`config.mk`:
```
export PLATFORM = sky130hd
export DESIGN_NAME = reg_file
export DESIGN_NICKNAME = d
export VERILOG_FILES = /design/src/rv_exec_pkg.sv /design/src/reg_file.sv
export SDC_FILE = /design/constraint.sdc
export NUM_CORES = 2
export LEC_CHECK = 0
export BUFFER_PORTS_ARGS = -buffer_cell sky130_fd_sc_hd__buf_2
export CAP_MARGIN = 0
export CORE_MARGIN = 3
export CORE_UTILIZATION = 60
export CTS_BUF_LIST = sky130_fd_sc_hd__clkbuf_8
export CTS_CLUSTER_SIZE = 8
export DETAILED_ROUTE_END_ITERATION = 7
export GPL_TIMING_DRIVEN = 0
export PLACE_DENSITY_LB_ADDON = 0.1
export SLEW_MARGIN = 20
export SYNTH_ARGS = -nofsm -noshare
export SYNTH_HDL_FRONTEND = slang
export SYNTH_SLANG_ARGS = --single-unit
```
`constraint.sdc`:
```
create_clock -name clk -period 2.17 [get_ports clk]
set_input_delay 0.1085 -clock clk [delete_from_list [all_inputs] [get_ports clk]]
set_output_delay 0.1085 -clock clk [all_outputs]
set_load 0.1 [all_outputs]
```
`src/rv_exec_pkg.sv`:
```
package rv_exec_pkg;

	localparam int XLEN = 32;

	// major opcodes.
	localparam logic [6:0] OP_R   = 7'b0110011;
	localparam logic [6:0] OP_I   = 7'b0010011;
	localparam logic [6:0] OP_IL  = 7'b0000011;
	localparam logic [6:0] OP_S   = 7'b0100011;
	localparam logic [6:0] OP_B   = 7'b1100011;
	localparam logic [6:0] OP_J   = 7'b1101111;
	localparam logic [6:0] OP_JR  = 7'b1100111;
	localparam logic [6:0] OP_U   = 7'b0110111;
	localparam logic [6:0] OP_UPC = 7'b0010111;

	localparam logic [2:0] F3_ADDSUB = 3'b000;
	localparam logic [2:0] F3_SLL    = 3'b001;
	localparam logic [2:0] F3_SLT    = 3'b010;
	localparam logic [2:0] F3_SLTU   = 3'b011;
	localparam logic [2:0] F3_XOR    = 3'b100;
	localparam logic [2:0] F3_SR     = 3'b101;
	localparam logic [2:0] F3_OR     = 3'b110;
	localparam logic [2:0] F3_AND    = 3'b111;

	localparam logic [2:0] F3_B  = 3'b000; // load/store widths.
	localparam logic [2:0] F3_H  = 3'b001;
	localparam logic [2:0] F3_W  = 3'b010;
	localparam logic [2:0] F3_BU = 3'b100;
	localparam logic [2:0] F3_HU = 3'b101;

	localparam logic [2:0] F3_BEQ  = 3'b000;
	localparam logic [2:0] F3_BNE  = 3'b001;
	localparam logic [2:0] F3_BLT  = 3'b100;
	localparam logic [2:0] F3_BGE  = 3'b101;
	localparam logic [2:0] F3_BLTU = 3'b110;
	localparam logic [2:0] F3_BGEU = 3'b111;

	localparam logic [6:0] F7_ALT = 7'b0100000; // sub and sra.

	localparam logic [3:0] ALU_ADD  = {1'b0, F3_ADDSUB};
	localparam logic [3:0] ALU_SUB  = {1'b1, F3_ADDSUB};
	localparam logic [3:0] ALU_SLL  = {1'b0, F3_SLL};
	localparam logic [3:0] ALU_SLT  = {1'b0, F3_SLT};
	localparam logic [3:0] ALU_SLTU = {1'b0, F3_SLTU};
	localparam logic [3:0] ALU_XOR  = {1'b0, F3_XOR};
	localparam logic [3:0] ALU_SRL  = {1'b0, F3_SR};
	localparam logic [3:0] ALU_SRA  = {1'b1, F3_SR};
	localparam logic [3:0] ALU_OR   = {1'b0, F3_OR};
	localparam logic [3:0] ALU_AND  = {1'b0, F3_AND};

	// decoded op is {pc, imm, op, rd, rs1, rs2, func3}.
	localparam int OPC_BITS   = 7;
	localparam int REG_BITS   = 5;
	localparam int FUNC3_BITS = 3;
	localparam int OP_BITS    = 2 * XLEN + OPC_BITS + 3 * REG_BITS + FUNC3_BITS;
	localparam int F3_LSB  = 0;
	localparam int RS2_LSB = F3_LSB + FUNC3_BITS;
	localparam int RS1_LSB = RS2_LSB + REG_BITS;
	localparam int RD_LSB  = RS1_LSB + REG_BITS;
	localparam int OPC_LSB = RD_LSB + REG_BITS;
	localparam int IMM_LSB = OPC_LSB + OPC_BITS;
	localparam int PC_LSB  = IMM_LSB + XLEN;

	localparam int QUEUE_DEPTH = 4;
	localparam int MEM_WORDS   = 256;

endpackage

```
`src/reg_file.sv`:
```
`timescale 1ns/1ns

module reg_file (
	input  logic                         clk,
	input  logic                         rst,
	input  logic [4:0]                   rs1_addr,
	input  logic [4:0]                   rs2_addr,
	output logic [rv_exec_pkg::XLEN-1:0] rs1_data,
	output logic [rv_exec_pkg::XLEN-1:0] rs2_data,
	input  logic                         wen,
	input  logic [4:0]                   waddr,
	input  logic [rv_exec_pkg::XLEN-1:0] wdata
);

	logic [rv_exec_pkg::XLEN-1:0] regs [32];

	assign rs1_data = regs[rs1_addr];
	assign rs2_data = regs[rs2_addr];

	// x0 is cleared at reset and never written again.
	always_ff @(posedge clk) begin
		if (rst) begin
			for (int i = 0; i < 32; i++) begin
				regs[i] <= '0;
			end
		end else if (wen && waddr != 5'd0) begin
			regs[waddr] <= wdata;
		end
	end

endmodule

```
## Word level (Yosys, flattened, before mapping)

Memory sizes are Yosys's and may differ from the RTL's.
Index checks and enable logic that the tools add are counted.

- Mux-type cells: 8
- Reduce and logical (&&, ||, !) cells: 3

Operators by type and width:

| operator | count |
|---|---|
| two-way mux 32 bit | 1 |
| OR reduction 32 bit | 1 |
| two-way mux 1 bit | 6 |
| two-way mux 5 bit | 1 |
| nonzero test 5 bit | 1 |
| logical AND 1 bit | 1 |

- Register bits: 0
- Memory bits (writable): 1024
- Input port bits: 50
- Output and inout port bits: 64
- Memories: 1

Memories:

| memory | words | width | read ports | clocked after Yosys merged registers in | wr ports | line | text |
|---|---|---|---|---|---|---|---|
| regs | 32 | 32 | 2 | 0 | 32 | reg_file.sv:15 | `logic [rv_exec_pkg::XLEN-1:0] regs [32];` |

## Longest topological paths before layout

- Word-level depth: 7
- Mapped depth: 8
- Mapped depth without buffers: 5

## Least setup slack after synthesis

No wires, ideal clock.

- Path kind: input to output
- Start: in rs1_addr[1]
- End: out rs1_data[25] (netlist name)
- Data arrival time: 1935 ps
- Required time: 2061 ps
- Setup slack: 126 ps
- Stages on the path: 8
- Cell sequence: buf_2 -> buf_4 -> buf_4 -> buf_6 -> mux2i_1 -> a22oi_1 -> a31oi_1 -> nand3_1

- Word-level cells in the longest chain between the ends: 1

RTL lines:

| what | line | text |
|---|---|---|
| start: declaration | reg_file.sv:6 | `input logic [4:0] rs1_addr,` |
| memory (32 x 32 bit) | n/a |  |
| end: declaration | reg_file.sv:8 | `output logic [rv_exec_pkg::XLEN-1:0] rs1_data,` |

No other way between the ends.

## Worst setup path in the final report

- Start: in rs1_addr[3]
- End: out rs1_data[3] (netlist name)

The elaborated chain is that of the path after synthesis.

==> results.toml <==
[critical_path]
slowest_delay_ns = 0.71
arrival_ns = 2.46
crit_chain = "buf_2 -> or2_2 -> clkbuf_1 -> clkbuf_1 -> nor3_2 -> a31oi_1 -> nand3_2 -> buf_12"
worstPathRequired_ns = 2.06
critPathMaxFanout = 10
cpMostUsedCell = "clkbuf_1"
path_class = "input pin to primary output"
slowest_stage = "clkbuf_1"
cp-end-kind = "primary output"
cp-start-kind = "input pin"

[synth]
synth_top_family_by_area = "multiplexers"
synthTopCellsByArea = "edfxtp_1 (55%), mux2i_1 (18%), and2_1 (11%), a22oi_1 (2.6%), a22o_1 (2.0%)"
synthesis.area_mm2 = 0.0559
muxShareOfSynthArea = 0.183
netlist.top_cell.by_area = "edfxtp_1"
synth_adder_area_share = 0
synth-main-ff-cell = "edfxtp_1"
synthXorXnorAreaFrac = 0
netlist.area_leader.share = 0.550
synth_cell_types = 29
asyncSetResetFlopFracSynth = 0
synth_edf_count = 1024
synthSimpleGateAreaFrac = 0.157
yosys_warnings = 0
syn_inst = 4605
synth_seq_cells = 1024
synth_seq_area_share = 0.550
syn_area_per_cell_um2 = 12.1
synth_compound_area_frac = 0.0702

[pwr]
p_per_area_mw_per_mm2 = 753
p_comb_frac = 0.172
pwr-share-seq = 0.488
power_frac_clock = 0.340
switching_share = 0.303
p_leak_uw = 0.0255
switching_power_uw = 14600
finalPower_uw = 48100
p_int_uw = 33500
ir_drop_mv = 0.640

[final_layout]
final-instance-count-excl-fill = 6345
syn2layout_area_growth_pct = 14.2
final_common_cell = "edfxtp_1"
reg_top3 = "regs: 1024 flops"
layout_common_cells = "edfxtp_1 (1024), mux2i_1 (1023), and2_1 (994)"
largest_reg_flops = 1024
top_register = "regs"
final_net_count = 5007
layout-drive-gt1-share = 0.164
finalInstanceArea_mm2 = 0.0638
fin_util = 0.693
n_fill_cell = 6732

[floorplanning]
start_util = 0.607
core_mm2 = 0.0921
rows = 111
ios = 114
fp.dieH_um = 311
fp.dieArea_mm2 = 0.0969
die_x_um = 311

[routing]
ant_nets = 0
drc_errors = 10
wirelength_mm = 209
routedWlPerCell_um = 32.9
dr_total_vias = 42700
drtIter0Drc = 6887
firstDrtPassIters = 8
viasPerCell = 6.73

[cts]
cts_root_buf = "clkbuf_8"
clk_path_buf_depth = 3
path_clk_slew_ns = 0.06
h-tree-depth = 4
cts_buffers = 172
cts.sinks = 1024
cts_tree = "built"

[status]
status = "finished with violations"
violations = "design-rule violations, negative setup slack"

[global_routing]
track_usage = 0.420
grt_pass1_vias = 41500
antenna_found_initial = 15
grt_max_degree = 33
grt_pass1_wl_mm = 289
grt_overflow = 0

[sta]
fmax_mhz = 389
rsz0062_at_grt = "yes"
setup_ws_ns = -0.401
finalCritPeriodShare = 1.18
fin_crit_ns = 2.57
slew_viol_final = 0
max_slew.worst_pin.slew_ns = 1.23
finalSetupViolations = 139
slew-limit-headroom = 0.178
hold_viol = 0

[place]
routabilityCongestion = 0.985
port_buffers = 111
dp_cells = 5991
dp_hpwl_mm = 145
postPlaceCellArea_mm2 = 0.0582

[hold_path]
min_path_type = "input pin to flip-flop"

[run]
cap_violations = 0
[final cells by class]
class                   count  area [um^2]  area share
clock buffers             182         2500      0.0392
repair buffers            147         1700      0.0267
well taps                1243         1560      0.0244
flip-flops and latches   1024        30700       0.482
multi-input cells        3166        24400       0.382
clock inverters           128          597     0.00935
diodes                      9         22.5    0.000353
plain buffers             446         2320      0.0363
[critical path, delay by kind of cell]
family / cells / cell delay [ns]
AND/OR/NAND/NOR: 3 / 0.45
buffers and inverters: 4 / 1.62
AO/OA/AOI/OAI: 1 / 0.26
[path summary, 6_finish.rpt]
check | from | to | cells past startpoint
setup / recovery | rs1_addr[3] | rs1_data[3] | 8
hold / removal | waddr[2] | regs[4][31]$_SDFFCE_PN0P_ | 4
[timing repair]
item,CTS,global route
setup endpoints to repair,117,91
pin swaps,67,55
gates resized for setup,421,128
hold buffers,34,0
hold endpoints to repair,563,0
gates cloned,0,0
setup buffers,0,1
[per-layer routing]
metal	track usage	share of wire
met5	0.00198	0.00064
met4	0.255	0.069
met2	0.611	0.43
met1	0.535	0.35
met3	0.158	0.15
[power by group through the flow]
| stage | Sequential (uW) | Clock [uW] | Combinational, uW |
|---|---|---|---|
| after floorplan | 23600 | 0 | 4740 |
| after global placement | 23700 | 0 | 6960 |
| after detailed placement | 23800 | 0 | 7060 |
| after CTS | 23400 | 16000 | 7860 |
| after global routing | 23600 | 16900 | 8420 |
| final | 23500 | 16300 | 8290 |
[cell usage after synthesis, types with 2 or more instances]
cell type	n
clkbuf_4	7
nand3b_1	3
buf_6	12
nor2_1	21
nor3_1	64
nor2_4	7
or3_1	2
clkbuf_1	218
nand3_1	193
edfxtp_1	1024
mux2i_1	1024
buf_4	63
and2_1	994
nor2b_1	5
or2_2	33
a21oi_1	192
clkbuf_2	9
buf_2	113
buf_1	24
a22o_1	128
nor2_2	7
nand2_1	196
nand2b_1	5
or3b_4	2
a22oi_1	192
a31oi_1	64
[logic make-up (layout without fill, tap and decap cells)]
family          count (synthesis)  in the layout
other cells                     1             41
buf+inv                       446            903
mux                          1024           1024
compound gates                576            576
flops                        1024           1024
simple gates                 1534           1534
[through the flow]
stage	setup TNS (ns)	hold WS, ns	setup slack [ns]
2_1_floorplan	0	0.307	0.126
3_3_place_gp	-719.58	0.428	-1.03
3_5_place_dp	-610.30	0.430	-0.996
4_1_cts	-18.66	0.0123	-0.399
5_1_grt	-19.11	0.0616	-0.417
6_report	-21.20	0.0870	-0.401
Note: power is estimated with default switching activity, not from simulation.
