<file path="config.mk">
export PLATFORM = sky130hd
export DESIGN_NAME = inst_decoder
export DESIGN_NICKNAME = d
export VERILOG_FILES = /design/src/rv_exec_pkg.sv /design/src/inst_decoder.sv
export SDC_FILE = /design/constraint.sdc
export NUM_CORES = 1
export LEC_CHECK = 0
export ABC_AREA = 1
export CAP_MARGIN = 5
export CORE_MARGIN = 5
export CORE_UTILIZATION = 55
export DETAILED_ROUTE_END_ITERATION = 10
export DONT_BUFFER_PORTS = 1
export GPL_TIMING_DRIVEN = 0
export PLACE_DENSITY = 0.8
export SYNTH_ARGS = -nofsm -noshare
export SYNTH_HDL_FRONTEND = slang
export SYNTH_SLANG_ARGS = --single-unit
</file>
<file path="constraint.sdc">
create_clock -name clk -period 0.9 [get_ports clk]
set_input_delay 0 -clock clk [delete_from_list [all_inputs] [get_ports clk]]
set_output_delay 0 -clock clk [all_outputs]
set_load 0.05 [all_outputs]
</file>
<file path="src/rv_exec_pkg.sv">
package rv_exec_pkg;

	localparam int XLEN = 32;

	// major opcodes.
	localparam logic [6:0] OP_R   = 7'b0110011;
	localparam logic [6:0] OP_I   = 7'b0010011;
	localparam logic [6:0] OP_IL  = 7'b0000011;
	localparam logic [6:0] OP_S   = 7'b0100011;
	localparam logic [6:0] OP_B   = 7'b1100011;
	localparam logic [6:0] OP_J   = 7'b1101111;
	localparam logic [6:0] OP_JR  = 7'b1100111;
	localparam logic [6:0] OP_U   = 7'b0110111;
	localparam logic [6:0] OP_UPC = 7'b0010111;

	localparam logic [2:0] F3_ADDSUB = 3'b000;
	localparam logic [2:0] F3_SLL    = 3'b001;
	localparam logic [2:0] F3_SLT    = 3'b010;
	localparam logic [2:0] F3_SLTU   = 3'b011;
	localparam logic [2:0] F3_XOR    = 3'b100;
	localparam logic [2:0] F3_SR     = 3'b101;
	localparam logic [2:0] F3_OR     = 3'b110;
	localparam logic [2:0] F3_AND    = 3'b111;

	localparam logic [2:0] F3_B  = 3'b000; // load/store widths.
	localparam logic [2:0] F3_H  = 3'b001;
	localparam logic [2:0] F3_W  = 3'b010;
	localparam logic [2:0] F3_BU = 3'b100;
	localparam logic [2:0] F3_HU = 3'b101;

	localparam logic [2:0] F3_BEQ  = 3'b000;
	localparam logic [2:0] F3_BNE  = 3'b001;
	localparam logic [2:0] F3_BLT  = 3'b100;
	localparam logic [2:0] F3_BGE  = 3'b101;
	localparam logic [2:0] F3_BLTU = 3'b110;
	localparam logic [2:0] F3_BGEU = 3'b111;

	localparam logic [6:0] F7_ALT = 7'b0100000; // sub and sra.

	localparam logic [3:0] ALU_ADD  = {1'b0, F3_ADDSUB};
	localparam logic [3:0] ALU_SUB  = {1'b1, F3_ADDSUB};
	localparam logic [3:0] ALU_SLL  = {1'b0, F3_SLL};
	localparam logic [3:0] ALU_SLT  = {1'b0, F3_SLT};
	localparam logic [3:0] ALU_SLTU = {1'b0, F3_SLTU};
	localparam logic [3:0] ALU_XOR  = {1'b0, F3_XOR};
	localparam logic [3:0] ALU_SRL  = {1'b0, F3_SR};
	localparam logic [3:0] ALU_SRA  = {1'b1, F3_SR};
	localparam logic [3:0] ALU_OR   = {1'b0, F3_OR};
	localparam logic [3:0] ALU_AND  = {1'b0, F3_AND};

	// decoded op is {pc, imm, op, rd, rs1, rs2, func3}.
	localparam int OPC_BITS   = 7;
	localparam int REG_BITS   = 5;
	localparam int FUNC3_BITS = 3;
	localparam int OP_BITS    = 2 * XLEN + OPC_BITS + 3 * REG_BITS + FUNC3_BITS;
	localparam int F3_LSB  = 0;
	localparam int RS2_LSB = F3_LSB + FUNC3_BITS;
	localparam int RS1_LSB = RS2_LSB + REG_BITS;
	localparam int RD_LSB  = RS1_LSB + REG_BITS;
	localparam int OPC_LSB = RD_LSB + REG_BITS;
	localparam int IMM_LSB = OPC_LSB + OPC_BITS;
	localparam int PC_LSB  = IMM_LSB + XLEN;

	localparam int QUEUE_DEPTH = 4;
	localparam int MEM_WORDS   = 256;

endpackage

</file>
<file path="src/inst_decoder.sv">
`timescale 1ns/1ns

module inst_decoder (
	input  logic                              clk,
	input  logic                              rst,
	input  logic                              inst_valid,
	input  logic [31:0]                       inst,
	input  logic [rv_exec_pkg::XLEN-1:0]      inst_pc,
	output logic                              dec_valid,
	output logic [rv_exec_pkg::OP_BITS-1:0]   dec_op
);

	logic [6:0]                         opcode;
	logic [4:0]                         rd;
	logic [4:0]                         rs1;
	logic [4:0]                         rs2;
	logic [2:0]                         func3;
	logic [rv_exec_pkg::XLEN-1:0]       imm;

	assign opcode = inst[6:0];
	assign rd     = inst[11:7];
	assign func3  = inst[14:12];
	assign rs1    = inst[19:15];
	assign rs2    = inst[24:20];

	always_comb begin
		case (opcode)
			rv_exec_pkg::OP_S:
				imm = {{20{inst[31]}}, inst[31:25], inst[11:7]};
			rv_exec_pkg::OP_B:
				imm = {{19{inst[31]}}, inst[31], inst[7], inst[30:25], inst[11:8], 1'b0};
			rv_exec_pkg::OP_U,
			rv_exec_pkg::OP_UPC:
				imm = {inst[31:12], 12'b0};
			rv_exec_pkg::OP_J:
				imm = {{11{inst[31]}}, inst[31], inst[19:12], inst[20], inst[30:21], 1'b0};
			// I format, also for R so func7 lands in imm[11:5].
			default:
				imm = {{20{inst[31]}}, inst[31:20]};
		endcase
	end

	always_ff @(posedge clk) begin
		if (rst) begin
			dec_valid <= 1'b0;
		end else begin
			dec_valid <= inst_valid;
		end
	end

	always_ff @(posedge clk) begin
		if (inst_valid) begin
			dec_op <= {inst_pc, imm, opcode, rd, rs1, rs2, func3};
		end
	end

endmodule

</file>
Word-level counts from Yosys, hierarchy flattened
Index checks and enable logic that the tools add are counted.
{"block": "word_totals", "reg_bits": 90, "elab_cells": 9, "input_bits": 67, "out_inout_bits": 90}
{"block": "classes", "muxes": 1, "eq_ne": 5, "reduce_logical": 1}
{"cell": "one-hot mux 31 bit (4 select lines)", "count": 1}
{"cell": "== test 7 x 6 -> 1 bit, second input constant", "count": 2}
{"cell": "== test 7 bit, second input constant", "count": 2}
{"cell": "== test 7 x 5 -> 1 bit, second input constant", "count": 1}
{"cell": "OR reduction 2 bit", "count": 1}

Logic depth before layout (Yosys ltp)
{"block": "depth", "depth_word": 3, "ltp_mapped": 7, "mapped_depth_nobuf": 7}

Worst setup path after synthesis
OpenSTA, ideal clock, no wires.
{"block": "synth_timing", "path_kind": "input port to flip-flop", "from": "input port inst[1]", "to": "register dec_op[47] (netlist name), data pin", "path_slack_ps": -28, "t_required_ps": 639, "cell_stages": 6, "path_buffers": 1, "setup_time_ps": 261, "t_arrival_ps": 668, "path_cell_list": "nand2_2 > nor2_2 > nand2_2 > nand3_4 > buf_8 > nand3_2"}
{"block": "synth_via", "elab_chain_len": 3, "elab_cells_between_ends": 7, "cone_classes": "eq/ne: 5; mux: 1; reduce/logical: 1"}
{"item": "start: declaration", "line": "inst_decoder.sv:7", "source": "input logic [31:0] inst,"}
{"item": "== test 7 x 6 -> 1 bit / == test 7 x 5 -> 1 bit (equally long branches)", "line": "inst_decoder.sv:27", "source": "case (opcode)"}
{"item": "OR reduction 2 bit", "line": "inst_decoder.sv:27"}
{"item": "one-hot mux 31 bit (4 select lines) *", "line": "inst_decoder.sv:27"}
{"item": "net imm, one bit", "line": "inst_decoder.sv:18", "source": "logic [rv_exec_pkg::XLEN-1:0] imm;"}
{"item": "end signal: assignment", "line": "inst_decoder.sv:53", "source": "dec_op <= {inst_pc, imm, opcode, rd, rs1, rs2, func3};"}
{"item": "end: declaration", "line": "inst_decoder.sv:10", "source": "output logic [rv_exec_pkg::OP_BITS-1:0] dec_op"}
The timed path passes the listed nets; every way through them passes the cells marked *.
A chain may end at the register's enable or synchronous reset.

Final worst setup path
{"block": "layout_timing", "from": "register dec_op[17] (netlist name)", "to": "output port dec_op[17] (netlist name)"}
No word-level cell between the ends.

==> reports/qor.csv <==
stage;metric;value;unit
timing;rsz0062_at_grt;true;
drt;vias_per_cell;5.48;
yosys;ys_seq_area_frac;0.826;
min_path;min-delay-start;inst_valid;
place;place_congestion;0.717;
global_route;grt_max_degree;91;
finish;seq_area;0.00269;sq mm
pwr;seq_power_share;0.640;
die;io_pins;157;
finish;instances_no_fill;355;
place;place_ws;-0.191;ns
yosys;netlist-cell-type-count;21;
yosys;synth.net_count;264;
clock_network;numCtsBuffers;9;
finish;multi_input_area;472;sq um
yosys;synth_compound_area_frac;0.0238;
worst_setup_path;critPathKind;flop to output port;
clock_network;cts_num_sinks;90;
drt;drtIter0Drc;168;
global_route;busiest_layer;met2;
finish;nFillCells;353;
finish;mostFrequentLayoutCells;89 x edfxtp_1, 66 x dlygate4sd3_1, 29 x nand2_1;
clock_network;clk_pin_slew;0.10;ns
die;die_width;87.0;um
place;port-buffer-count;0;
yosys;synth-simple-area-share;0.115;
die;core-area;0.00585;sq mm
worst_setup_path;cp_max_fo;1;
finish;diodes;0;
drt;dr.pass1.iters;4;
timing;final_max_slew_viol_count;0;
pwr;internal_power;6940;uW
die;fp.dieH;87.0;um
timing;fin_crit;1.05;ns
yosys;synth_top_area_share;0.820;
min_path;whs_endpoint;dec_op[72];
min_path;min_path_cells;0;
drt;drtAntennaViolNets;0;
yosys;synth.cell_area;0.00326;sq mm
place;placed_cells;272;
place;hpwl;5160;um
finish;nets;342;
timing;setup_tns;-8.60;ns
pwr;power_leakage;0.00163;uW
yosys;synth_seq_cells;90;
die;core.rowCount;28;
worst_setup_path;critPathLaunchType;flop;
status;status;complete, but fails checks;
clock_network;cts_max_level;3;
worst_setup_path;worstPathRequired;0.90;ns
global_route;grtUsageMet1;0.247;
global_route;overflow;0;
timing;worst_slack;-0.153;ns
pwr;peakVddDrop;1.15;mV
clock_network;cts_tree;built;
yosys;synthTopCellsByArea;edfxtp_1 82%, nand2_1 3.3%, inv_1 2.3%;
worst_setup_path;arrival;1.05;ns
yosys;synth_top_family_by_area;simple AND/OR/NAND/NOR gates;
timing;finalHoldViolCount;89;
yosys;synthMuxAreaShare;0;
clock_network;clockBufferDepth;2;
timing;min_period_over_period;1.17;
yosys;yosys_warnings;0;
flow_run;cap_violations;0;
status;violations;hold timing, setup timing;
global_route;track_usage;0.221;
global_route;use_met3;0.0880;
timing;timing.hold.ws;-0.237;ns
pwr;power_frac_clock;0.315;
drt;via_count;1944;
pwr;switching_power;2940;uW
min_path;worstHoldPathType;input port to flop;
finish;post_route_cells_drive_above_1_share;0.132;
finish;areaGrowthSynthToFinish;31.8;%
yosys;synth_top_cell_by_area;edfxtp_1;
pwr;cellPowerDensity;2300;mW/mm^2
timing;fmax;0.950;GHz
global_route;grt_pass1_vias;1948;
place;place_area;0.00337;sq mm
yosys;synthCells;197;
die;start_util;0.557;
timing;maxSlewHeadroom;0.645;
yosys;synth_fa_ha_area_frac;0;
yosys;avgSynthCellArea;16.5;sq um
timing;tightest_slew;0.533;ns
global_route;antenna_found_initial;0;
finish;final_common_cell;edfxtp_1;
drt;wl;8260;um
pwr;p_sw_frac;0.298;
drt;drc_errors;0;
finish;fin_area;0.00429;sq mm
global_route;grt_pass1_wl;11800;um
die;die_area;0.00756;sq mm
pwr;comb_power_share;0.044;
global_route;grt_util_met2;0.375;
drt;wl_per_cell;23.3;um
clock_network;cts_root_buffer;clkbuf_8;
timing;setup_viol;89;
yosys;synth-xor-area-share;0;
worst_setup_path;cp-end-kind;output port;
[cells by family after synthesis]
logic type	after synthesis
AND/OR/NAND/NOR	70
buffers and inverters	25
AO/OA/AOI/OAI	12
flip-flops	90
[cell usage after synthesis]
master    instances
dfxtp_1           1
nand2_4           1
nand3_2           3
nand3_1           9
buf_2             1
nand4_1           8
nor2_8            1
nor2_4            1
nor2_1           10
nor2_2            1
buf_6             1
o211ai_1          7
nand2_1          29
inv_1            20
o21ai_0           5
inv_2             2
edfxtp_1         89
nand2_2           5
buf_8             1
nor3_1            1
nand3_4           1
[per-stage QoR]
stage / util / power, uW
CTS: 0.729 / 9900
global placement: 0.576 / 6560
detailed placement: 0.576 / 6600
finish: 0.734 / 9890
floorplan: - / 6480
global route: 0.734 / 10200
[repair_timing]
item / in CTS / in global routing
buffers inserted: 0 / 0
hold endpoints to repair: 179 / 90
setup endpoints to repair: 90 / 109
gates resized for setup: 1 / 6
hold buffers: 66 / 1
[flip-flops by register name, summed over array words and instances, names as in the netlist]
name,flops
dec_op,89
dec_valid,1
[layer usage]
metal  up-vias  part of all wire
met3        11              0.12
met1       932              0.35
met2       131              0.52
li1        870                 -
met5         -                 0
met4         0             0.013
[power by group through the flow]
stage	combinational [uW]	sequential [uW]	clock, uW
finish	439	6330	3120
detailed placement	164	6430	0
global route	475	6370	3380
global placement	153	6410	0
floorplan	133	6350	0
CTS	424	6340	3140
[cell type report]
cell class | count | area share
clock inverter | 6 | 0.0224
timing repair buffer | 67 | 0.157
sequential | 90 | 0.627
buffer | 3 | 0.00874
clock buffer | 10 | 0.0321
inverter | 22 | 0.0210
tap | 75 | 0.0219
multi-input combinational | 82 | 0.110
[how the worst max path moves through the flow]
stage / startpoint / end / slack (ns) / cells past startpoint
6_report: dec_op[17] / dec_op[17] / -0.15 / 0
5_1_grt: dec_op[72] / dec_op[72] / -0.20 / 0
4_1_cts: dec_op[72] / dec_op[72] / -0.17 / 0
3_5_place_dp: inst[4] / dec_op[41] / -0.19 / 7
3_3_place_gp: inst[4] / dec_op[49] / -0.16 / 7
2_1_floorplan: inst[4] / dec_op[47] / 0.0001 / 7
(Power assumes the default switching activity.)
