<file path="src/issue_queue.sv">
`timescale 1ns/1ns

module issue_queue #(
	parameter int WIDTH = 8,
	parameter int DEPTH = 4
) (
	input  logic              clk,
	input  logic              rst,
	input  logic              wr_en,
	input  logic [WIDTH-1:0]  wr_data,
	input  logic              rd_en,
	output logic [WIDTH-1:0]  rd_data,
	output logic              not_empty,
	output logic              credit
);

	localparam int PW = (DEPTH > 1) ? $clog2(DEPTH) : 1;
	localparam int CW = $clog2(DEPTH + 1);

	logic [WIDTH-1:0] mem [DEPTH];
	logic [PW-1:0]    wptr;
	logic [PW-1:0]    rptr;
	logic [CW-1:0]    count;
	logic             pop;

	assign not_empty = (count != '0);
	assign pop       = rd_en & not_empty;
	assign rd_data   = mem[rptr];
	assign credit    = pop; // one slot freed, one credit back.

	always_ff @(posedge clk) begin
		if (wr_en) begin
			mem[wptr] <= wr_data;
		end
	end

	always_ff @(posedge clk) begin
		if (rst) begin
			wptr  <= '0;
			rptr  <= '0;
			count <= '0;
		end else begin
			if (wr_en) begin
				wptr <= (wptr == PW'(DEPTH - 1)) ? '0 : wptr + 1'b1;
			end
			if (pop) begin
				rptr <= (rptr == PW'(DEPTH - 1)) ? '0 : rptr + 1'b1;
			end
			case ({wr_en, pop})
				2'b10:   count <= count + 1'b1;
				2'b01:   count <= count - 1'b1;
				default: count <= count;
			endcase
		end
	end

endmodule

</file>
<file path="config.mk">
export PLATFORM = sky130hd
export DESIGN_NAME = issue_queue
export DESIGN_NICKNAME = d
export VERILOG_FILES = /design/src/issue_queue.sv
export SDC_FILE = /design/constraint.sdc
export NUM_CORES = 1
export LEC_CHECK = 0
export ABC_AREA = 0
export CORE_MARGIN = 2
export CORE_UTILIZATION = 60
export DETAILED_ROUTE_END_ITERATION = 16
export DONT_BUFFER_PORTS = 1
export MAX_ROUTING_LAYER = met4
export PLACE_DENSITY = 0.76
export SETUP_SLACK_MARGIN = 0.5
export SYNTH_ARGS = -nofsm -noshare
export SYNTH_HDL_FRONTEND = slang
export SYNTH_SLANG_ARGS = --single-unit
</file>
<file path="constraint.sdc">
create_clock -name clk -period 2.5 [get_ports clk]
set_input_delay 0.75 -clock clk [delete_from_list [all_inputs] [get_ports clk]]
set_output_delay 0.75 -clock clk [all_outputs]
set_load 0.03 [all_outputs]
</file>
==> Word level (Yosys, flattened, before mapping) <==
Memory sizes are Yosys's and may differ from the RTL's. A register that Yosys moved wholly into a read port is not among the register bits.
Index checks and enable logic that the tools add are counted.
{ "totals": {"ff_bits": 7, "latch_bits": 0, "ramBits": 32, "rom_bits": 0, "in_bits": 12, "out_inout_bits": 10, "mem_count": 1} }
{ "memory_table": {"columns": ["name", "words", "word_bits", "read_ports", "rd_ports_with_merged_regs", "write_ports", "line_no", "text"], "rows": [
  ["mem", 4, 8, 1, 1, 1, "20", "logic [WIDTH-1:0] mem [DEPTH];"]
]} }
{ "classes": {"n_addsub": 4, "multipliers": 0, "div_mod_pow": 0, "n_lt_le_gt_ge": 0, "n_eq_ne": 4, "n_shift": 0, "mux": 7, "bitwise_logic": 1, "n_reduce_logical": 2} }
{ "op_table": {"columns": ["cell", "n"], "rows": [
  ["2-to-1 mux 2 bit", 4],
  ["== test 2 bit (second input constant)", 3],
  ["one-hot mux 3 bit (2 select lines)", 1],
  ["adder 2 x 1 -> 2 bit (second input constant)", 2],
  ["adder 3 x 1 -> 3 bit (second input constant)", 1],
  ["nonzero test 3 bit", 1],
  ["subtractor 3 x 1 -> 3 bit (second input constant)", 1],
  ["== test 2 x 1 -> 1 bit (second input constant)", 1],
  ["2-to-1 mux 1 bit", 2],
  ["nonzero test 2 bit", 1],
  ["bitwise AND 1 bit", 1]
]} }

==> Depth between registers and ports, before layout <==
Gate-level depths: netlist of the first run.
{ "depth": {"ltp_word": 4, "depth_mapped": 8} }

==> Worst setup path after synthesis of the first run <==
No wires, ideal clock.
{ "synth_path": {"kind": "in2reg", "start": "input port rd_en", "end": "register count[2]", "setup_ns": 0.070, "t_arrival_ns": 2.250, "required_time_ns": 2.430, "path_slack_ns": 0.181, "cell_stages": 8, "path_cell_list": "o31ai_4 inv_1 ha_1 inv_1 fa_1 xor2_1 or3_1 a21oi_1"} }
{ "synth_via": {"elab_chain_cells": 3, "elab_cells_between_ends": 5, "cone_classes": "eq/ne: 2; mux: 1; bitwise: 1; reduce/logical: 1"} }
{ "synth_rtl": {"columns": ["element", "line_no", "text"], "rows": [
  ["start, declared", "11", "input logic rd_en,"],
  ["bitwise AND 1 bit (*)", "27", "assign pop = rd_en & not_empty;"],
  ["net credit", "14", "output logic credit"],
  ["== test 2 x 1 -> 1 bit or == test 2 bit (tied branches)", "49", "case ({wr_en, pop})"],
  ["one-hot mux 3 bit (2 select lines) or nonzero test 2 bit (tied branches)", null, null],
  ["end signal, assigned", "50", "2'b10: count <= count + 1'b1;"],
  ["end signal, assigned", "51", "2'b01: count <= count - 1'b1;"],
  ["end signal, assigned", "52", "default: count <= count;"],
  ["end, declared", "23", "logic [CW-1:0] count;"]
]} }
The timed path passes the listed nets; every way through them passes the cells marked *.
A chain may end at the register's enable or synchronous reset.

==> results of run 1 <==
area by class of cell:
class                      instances  area share, %
sequential                        41           64.0
timing repair buffer               4           2.30
inverter                           7           1.60
tap                               30           2.09
multi-input combinational         40           25.6
clock buffer                       8           4.45
layer usage:
layer  share of wire [%]  global-route usage [%]  vias to the layer above  wire (microns)
met5                   0                       -                        -               0
met1                  40                    19.9                      369             936
met2                  52                    30.1                       23            1220
met3                 6.6                    5.35                        5             157
met4                 2.3                    10.2                        0              54
li1                    -                       -                      355               -
power by group:
part	internal [W]	leakage, nW	total [W]	switching (W)
registers	0.000802	0.370	0.000861	0.0000590
logic	0.000212	0.204	0.000488	0.000275
clock network	0.000199	0.0437	0.000391	0.000192
cell usage after synthesis:
cell type,count,area (sq um)
nor2_1,6,22.5
xor2_1,2,17.5
or3_1,2,12.5
buf_6,1,11.3
and2_1,4,25.0
ha_1,6,75.1
fa_1,1,20.0
o21ai_0,1,5.00
or3_2,1,7.51
clkbuf_1,1,3.75
nand2_1,1,3.75
mux2i_1,2,20.0
a21oi_2,1,8.76
nor3b_1,1,7.51
dfxtp_1,9,180
a21oi_1,3,15.0
edfxtp_1,32,961
mux4_2,7,158
o31ai_4,1,21.3
mux4_1,1,26.3
inv_1,7,26.3
sequential cells by signal, summed over array words and instances (netlist names), named ones only:
register	cells
mem	32
count	3
rptr	2
wptr	2
worst min path at each step:
stage	endpoint	depth (start not counted)	slack (ns)
after floorplan	flop	2	0.46
after global placement	rptr[0]	2	0.48
after detailed placement	rptr[0]	2	0.49
after CTS	flop	1	0.44
after global routing	flop	1	0.43
final	flop	1	0.45
worst register-to-register path: cells and delay by family (launching register included):
| kind | cells | cell delay, ns |
|---|---|---|
| adder cells (fa/ha/maj) | 2 | 0.37 |
| buffers and inverters | 2 | 0.18 |
| flip-flops | 1 | 0.37 |
| AO/OA/AOI/OAI | 2 | 0.46 |
| AND/OR/NAND/NOR | 1 | 0.30 |
| XOR/XNOR | 1 | 0.07 |
stage by stage:
step	hold slack, ns	setup WS, ns	util [%]	std cells	total power [W]
4_1_cts	0.442	0.252	70.3	129	0.00173
2_1_floorplan	0.462	0.383	-	90	0.00125
3_5_place_dp	0.486	0.303	66.3	119	0.00130
6_report	0.455	0.274	71.3	130	0.00174
3_3_place_gp	0.483	0.359	66.3	119	0.00128
5_1_grt	0.430	0.213	71.3	130	0.00183
logic make-up (layout without fill, tap and decap cells):
family                     after synthesis  count (layout)
muxes                                   10              10
adders and majority gates                7               7
xor gates and xnor gates                 2               2
buffers and inverters                    9              19
and+or+nand+nor                         15              15
DFF                                     41              41
AOI/OAI and AO/OA                        6               6
repair_timing:
item                                    in CTS  in global routing
pin swaps                                    0                  1
buffers inserted                             2                  1
endpoints found under the setup margin       9                 11
hold buffers                                 0                  0
resized for setup                            5                  7
cell usage in the layout (no fill, tap or decap), drive strengths merged:
| cell type | count |
|---|---|
| inv | 7 |
| nor2 | 6 |
| mux4 | 8 |
| fa | 1 |
| ha | 6 |
| nor3b | 1 |
| clkbuf | 8 |
| buf | 4 |
| a21oi | 4 |
| o31ai | 1 |
| dfxtp | 9 |
| mux2i | 2 |
| nand2 | 1 |
| xor2 | 2 |
| edfxtp | 32 |
| and2 | 4 |
| o21ai | 1 |
| or3 | 3 |
==> flow_summary.yaml, run 1 <==
run_status:
  status: "completed"
detailed_routing:
  num_vias: 752
  wl_microns: 2370
  drt-vias-per-instance: 5.78
  dr.pass1.iters: 4
  routedWlPerCell_microns: 18.2
  drt_iter0_drc: 14
  drc: 0
  postRouteAntennaNets: 0
sta:
  tns_ns: 0
  tightest_slew_ns: 0.418
  period_needed_ns: 2.23
  fin_crit_sh_pct: 89.0
  rsz0062_at_grt: "true"
  max_slew_margin_pct: 72.2
  setup_viol: 0
  fin_worst_skew_ns: 0.00662
  timing.fmax_mhz: 449
  drv_slew: 0
  finalHoldViolCount: 0
clocking:
  path_clk_slew_ns: 0.11
  root_buffer: "clkbuf_4"
  cts_max_path_buffers: 2
  cts_tree: "built"
  htreeDepth: 2
  clk_latency_ns: 0.33
  cts_buffers: 5
  cts_sinks: 41
synth:
  synth_xor_area_share_pct: 1.08
  synth_area_per_cell_sq_um: 18.1
  ys_ff_latch: 41
  synth_cell_types: 21
  synthAdderAreaFrac_pct: 5.84
  synth_compound_area_share_pct: 3.07
  yosysWarnings: 0
  synth_simple_gate_area_share_pct: 4.84
  synth_nets: 109
  synth_area_sq_um: 1630
  synthMuxAreaShare_pct: 12.5
  ys_seq_area_share_pct: 70.1
  synth_top_family_by_area: "multiplexers"
  synthCells: 90
worst_setup_path:
  worst_setup_path_start_kind: "flop"
  reg2reg_from: "count[2]"
  slowest_delay_ns: 0.62
  path_depth: 2
  crit_fanout: 6
  critPathTopFamily: "multiplexers"
  rr_worst_depth: 8
  r2r_end: "count[2]"
  endpoint_kind: "output port"
  r2r_slack_ns: 0.68
  cp.arrival_ns: 1.48
  crit_slowest_cell: "mux4_2"
  path_cells: "buf_8 > mux4_2"
  critPathRequiredTime_ns: 1.75
  critical_path_buf_inv_count: 1
  endpoint: "rd_data[3]"
  path_class: "reg -> out"
floorplan:
  die_y_microns: 56.1
  dieWidth_microns: 56.1
  rows: 18
  coreArea_sq_um: 2520
  io_pins: 22
  initial_core_util_pct: 64.5
  die_area_sq_um: 3150
global_routing:
  antenna_found_initial: 0
  grt_pass1_vias: 810
  grt_usage_pct: 18.3
  grt_max_degree: 13
  grt_pass1_wl_microns: 3910
  gr-total-overflow: 0
cells_and_area:
  fillers: 167
  design_area_sq_um: 1800
  drive_above_1_share_pct: 30.0
  fin_nets: 118
  regArea_sq_um: 1150
  syn_to_final_growth_pct: 10.5
  diodes: 0
  multi_input_area_sq_um: 460
flow_run:
  maxCapViolations: 0
pwr:
  power_leakage_nw: 0.618
  power_density_nw_per_um2: 968
  vdd_drop_max_mv: 0.893
placed_design:
  port-buffer-count: 0
  place_hpwl_microns: 1640
  post_dp_cell_area_sq_um: 1670
  gp_congestion: 0.699
hold_path:
  hold_class: "in -> reg"
  min_from: "rst"
Power figures use the tool's default switching activity.
==> run 2: changes to the inputs <==
--- a/config.mk
+++ b/config.mk
@@ -12,6 +12,7 @@
 export DONT_BUFFER_PORTS = 1
 export MAX_ROUTING_LAYER = met4
 export PLACE_DENSITY = 0.76
+export RECOVER_POWER = 100
 export SETUP_SLACK_MARGIN = 0.5
 export SYNTH_ARGS = -nofsm -noshare
 export SYNTH_HDL_FRONTEND = slang
==> run 2 against run 1 <==
  * Critical endpoint unchanged
  * Clock power hardly changed
  * Worst setup slack got worse by 0.063 ns
  * Critical path type unchanged
  * Largest cell class unchanged
  * Register-to-register slack lost 0.36 ns
==> flow_summary.yaml, run 2 (synthesis gave the netlist of run 1 again) <==
sta:
  fin_worst_skew_ns: 0.00497
  tns_ns: 0
  rsz0062_at_grt: "true"
  fin_crit_sh_pct: 91.6
  drv_slew: 0
  timing.fmax_mhz: 437
  tightest_slew_ns: 0.652
  finalHoldViolCount: 0
  period_needed_ns: 2.29
  max_slew_margin_pct: 56.2
  setup_viol: 0
worst_setup_path:
  r2r_slack_ns: 0.32
  critical_path_buf_inv_count: 1
  crit_slowest_cell: "mux4_2"
  rr_worst_depth: 8
  reg2reg_from: "count[2]"
  path_cells: "buf_8 > mux4_2"
  critPathRequiredTime_ns: 1.75
  endpoint_kind: "output port"
  r2r_end: "count[2]"
  path_class: "reg -> out"
  cp.arrival_ns: 1.54
  worst_setup_path_start_kind: "flop"
  slowest_delay_ns: 0.62
  critPathTopFamily: "multiplexers"
  crit_fanout: 6
hold_path:
  hold_class: "in -> reg"
  min_path_cells: 1
  hold_path_end: "count[0]"
  min_from: "rst"
cells_and_area:
  fillers: 179
  syn_to_final_growth_pct: 7.84
  fin_nets: 118
  regArea_sq_um: 1140
  top_register: "mem"
  final_common_cell: "edfxtp_1"
  mostFrequentLayoutCells: "edfxtp_1, mux4_2"
  final_util_pct: 69.6
  largest_register_ffs: 32
  reg.largest.list: "mem (32), count (3)"
  multi_input_area_sq_um: 427
  drive_above_1_share_pct: 23.0
  diodes: 0
placed_design:
  place_hpwl_microns: 1640
  port-buffer-count: 0
  gp_congestion: 0.699
clocking:
  htreeDepth: 2
  cts_tree: "built"
  path_clk_slew_ns: 0.11
  cts_sinks: 41
  cts_max_path_buffers: 2
  root_buffer: "clkbuf_4"
  clk_latency_ns: 0.33
  cts_buffers: 5
  cts_hold_buffers: 0
detailed_routing:
  wl_met1_microns: 957
  dr.pass1.iters: 4
  wl_microns: 2410
  drt-vias-per-instance: 5.76
  met2_length_microns: 1230
  top_layer: "met4"
  routedWlPerCell_microns: 18.5
  dr_wl_met3_microns: 165
  drt_iter0_drc: 13
  num_vias: 749
  drc: 0
  postRouteAntennaNets: 0
pwr:
  vdd_drop_max_mv: 0.846
  power_density_nw_per_um2: 962
  power_leakage_nw: 0.609
floorplan:
  io_pins: 22
  die_area_sq_um: 3150
  rows: 18
  die_y_microns: 56.1
  dieWidth_microns: 56.1
  initial_core_util_pct: 64.5
  coreArea_sq_um: 2520
run_status:
  status: "completed"
global_routing:
  grt_usage_pct: 18.3
  grt_pass1_wl_microns: 3910
  antenna_found_initial: 0
  gr-total-overflow: 0
  grt_max_degree: 13
  grt_pass1_vias: 810
flow_run:
  maxCapViolations: 0
[run 2: worst max path at each step]
stage | start | end | slack (ns) | cells past startpoint
6_report | flop | rd_data[3] | 0.21 | 2
2_1_floorplan | rd_en | count[2] | 0.38 | 8
4_1_cts | flop | rd_data[3] | 0.25 | 2
5_1_grt | count[2] | count[2] | 0.13 | 8
3_5_place_dp | rd_en | count[2] | 0.30 | 8
3_3_place_gp | rd_en | count[2] | 0.36 | 8
[run 2: metal layers]
| layer | up-vias | GRT usage, % |
|---|---|---|
| met2 | 23 | 30.1 |
| met4 | 0 | 10.2 |
| met5 | - | - |
| li1 | 354 | - |
| met3 | 5 | 5.35 |
| met1 | 367 | 19.9 |
[run 2: through the flow]
step           area [sq um]  worst slack (ns)  instances  hold slack, ns  total power (W)
5_1_grt                1760             0.126        130           0.431          0.00177
6_report               1760             0.211        130           0.457          0.00169
4_1_cts                1770             0.252        129           0.442          0.00173
3_3_place_gp           1670             0.359        119           0.483          0.00128
2_1_floorplan          1640             0.383         90           0.462          0.00125
3_5_place_dp           1670             0.303        119           0.486          0.00130
[run 2: worst register-to-register path, delay by kind of cell (launching register included)]
kind                     cells  cell delay, ns
AO/OA/AOI/OAI                2            0.72
XOR/XNOR                     1            0.07
AND/OR/NAND/NOR              1            0.30
flip-flops                   1            0.37
buffers and inverters        2            0.22
adder cells (fa/ha/maj)      2            0.45
[run 2: layout make-up]
type	instances	area share, %
multi-input combinational	40	24.3
tap	30	2.14
timing repair buffer	4	2.14
sequential	41	65.2
inverter	7	1.64
clock buffer	8	4.56
[run 2: repair_timing]
action,CTS,global route
pin swaps,0,1
gates resized for setup,5,7
setup endpoints to repair,9,11
buffers inserted,2,1
[run 2: report_power, final]
part           switching [W]  internal, W
logic               0.000273     0.000177
registers          0.0000497     0.000798
clock network       0.000193     0.000199
total               0.000516      0.00117
==> run 3: changes to the inputs <==
--- a/config.mk
+++ b/config.mk
@@ -11,7 +11,7 @@
 export DETAILED_ROUTE_END_ITERATION = 16
 export DONT_BUFFER_PORTS = 1
 export MAX_ROUTING_LAYER = met4
-export PLACE_DENSITY = 0.76
+export PLACE_DENSITY = 0.8
 export RECOVER_POWER = 100
 export SETUP_SLACK_MARGIN = 0.5
 export SYNTH_ARGS = -nofsm -noshare
==> constraint.sdc (replaced) <==
create_clock -name clk -period 2.57 [get_ports clk]
set_input_delay 0.257 -clock clk [delete_from_list [all_inputs] [get_ports clk]]
set_output_delay 0.257 -clock clk [all_outputs]
set_load 0.03 [all_outputs]
==> run 3 against run 2 <==
  * Sequential share of layout area shrank 1.2 points
  * Global-route usage shrank 0.85 points
  * Count of clock-buffer cells in the layout shrank 3
  * Utilization grew 1.2 points
  * Cell count grew 3.8%
  * Via count grew 3.3%
  * Design area grew 1.8%
  * Flip-flop and latch count is the same
  * Non-clock buffer count grew 5
==> flow_summary.yaml, run 3 (synthesis gave the netlist of run 1 again) <==
clocking:
  cts_buffers: 5
  cts_max_path_buffers: 2
  path_clk_slew_ns: 0.11
  cts_sinks: 41
  htreeDepth: 2
  cts_tree: "built"
  root_buffer: "clkbuf_4"
  clk_latency_ns: 0.34
  post-cts-setup-buffer-count: 0
sta:
  rsz0062_at_grt: "false"
  layout_setup_ws_ns: 0.378
  period_needed_ns: 2.19
  timing.fmax_mhz: 456
  drv_slew: 0
  max_slew_margin_pct: 59.2
  setup_viol: 0
  finalHoldViolCount: 0
  fin_crit_sh_pct: 85.3
  tns_ns: 0
  fin_worst_skew_ns: 0.00806
  tightest_slew_ns: 0.612
  hold_slack_ns: 0.0842
cells_and_area:
  drive_above_1_share_pct: 20.0
  largest_register_ffs: 32
  top_register: "mem"
  final_common_cell: "edfxtp_1"
  mostFrequentLayoutCells: "edfxtp_1, dlygate4sd3_1, mux4_2, dfxtp_1"
  reg.largest.list: "mem (32), count (3)"
  syn_to_final_growth_pct: 9.76
  diodes: 0
  fin_nets: 123
worst_setup_path:
  worst_setup_path_start_kind: "flop"
  cp.arrival_ns: 2.47
  crit_fanout: 4
  critPathRequiredTime_ns: 2.85
  path_class: "reg -> reg"
  endpoint_kind: "flop"
placed_design:
  port-buffer-count: 0
  place_hpwl_microns: 1600
  dp_slack_ns: 0.421
  gp_congestion: 0.647
global_routing:
  grt_max_degree: 14
  grt_pass1_wl_microns: 3810
  grt_pass1_vias: 827
  grt_usage_pct: 17.5
  antenna_found_initial: 0
  gr-total-overflow: 0
detailed_routing:
  drt_iter0_drc: 15
  routedWlPerCell_microns: 17.3
  drc: 0
  wl_microns: 2340
  dr.pass1.iters: 4
  postRouteAntennaNets: 0
  num_vias: 774
  drt-vias-per-instance: 5.73
run_status:
  status: "completed"
floorplan:
  dieWidth_microns: 56.1
  coreArea_sq_um: 2520
  rows: 18
  initial_core_util_pct: 64.5
  die_area_sq_um: 3150
  die_y_microns: 56.1
  io_pins: 22
pwr:
  vdd_drop_max_mv: 0.819
  power_density_nw_per_um2: 852
  power_leakage_nw: 0.616
hold_path:
  hold_class: "in -> reg"
flow_run:
  maxCapViolations: 0
run 3: path summary, 6_finish.rpt:
kind         slack [ns]  cells after the start       end     start
max reg2reg        0.38                      8  count[2]  count[0]
min                0.08                      2   wptr[1]     wr_en
max                0.38                      8  count[2]  count[0]
min reg2reg        0.52                      2  count[1]  count[1]
run 3: metal layers:
| layer | GRT usage, % | part of all wire [%] | wire length, microns |
|---|---|---|---|
| met1 | 18.9 | 41 | 959 |
| met2 | 28.1 | 50 | 1180 |
| met3 | 6.98 | 5.1 | 120 |
| met4 | 8.50 | 3.2 | 75 |
| met5 | - | 0 | 0 |
run 3: layout make-up:
cell class | instances | area, sq um
fill | 187 | 736
multi-input combinational | 40 | 434
sequential | 41 | 1140
timing repair buffer | 9 | 90.1
clock buffer | 5 | 37.5
inverter | 7 | 26.3
clock inverter | 3 | 17.5
tap | 30 | 37.5
run 3: timing repair:
action,CTS,global route
resized for setup,2,6
setup endpoints to repair,2,1
pin swaps,0,0
hold buffers,9,0
hold endpoints to repair,41,0
run 3: power by group:
group / switching, W / internal, W
clock: 0.000196 / 0.000103
combinational: 0.000237 / 0.000150
sequential: 0.0000607 / 0.000774
total: 0.000494 / 0.00103
run 3: through the flow:
step	util [%]	total power, W	cells	area, sq um
after global placement	65.4	0.00122	118	1650
after global routing	70.8	0.00160	135	1790
after CTS	71.2	0.00155	135	1800
after floorplan	-	0.00120	90	1630
final	70.8	0.00152	135	1790
after detailed placement	65.4	0.00124	118	1650
run 3: worst max-delay path, stage by stage, from the launching register on:
cell,delay [ns]
dfxtp_1,0.36
o31ai_1,0.54
inv_2,0.21
ha_2,0.25
inv_1,0.07
fa_1,0.17
xor2_1,0.07
or3_1,0.33
a21oi_2,0.14
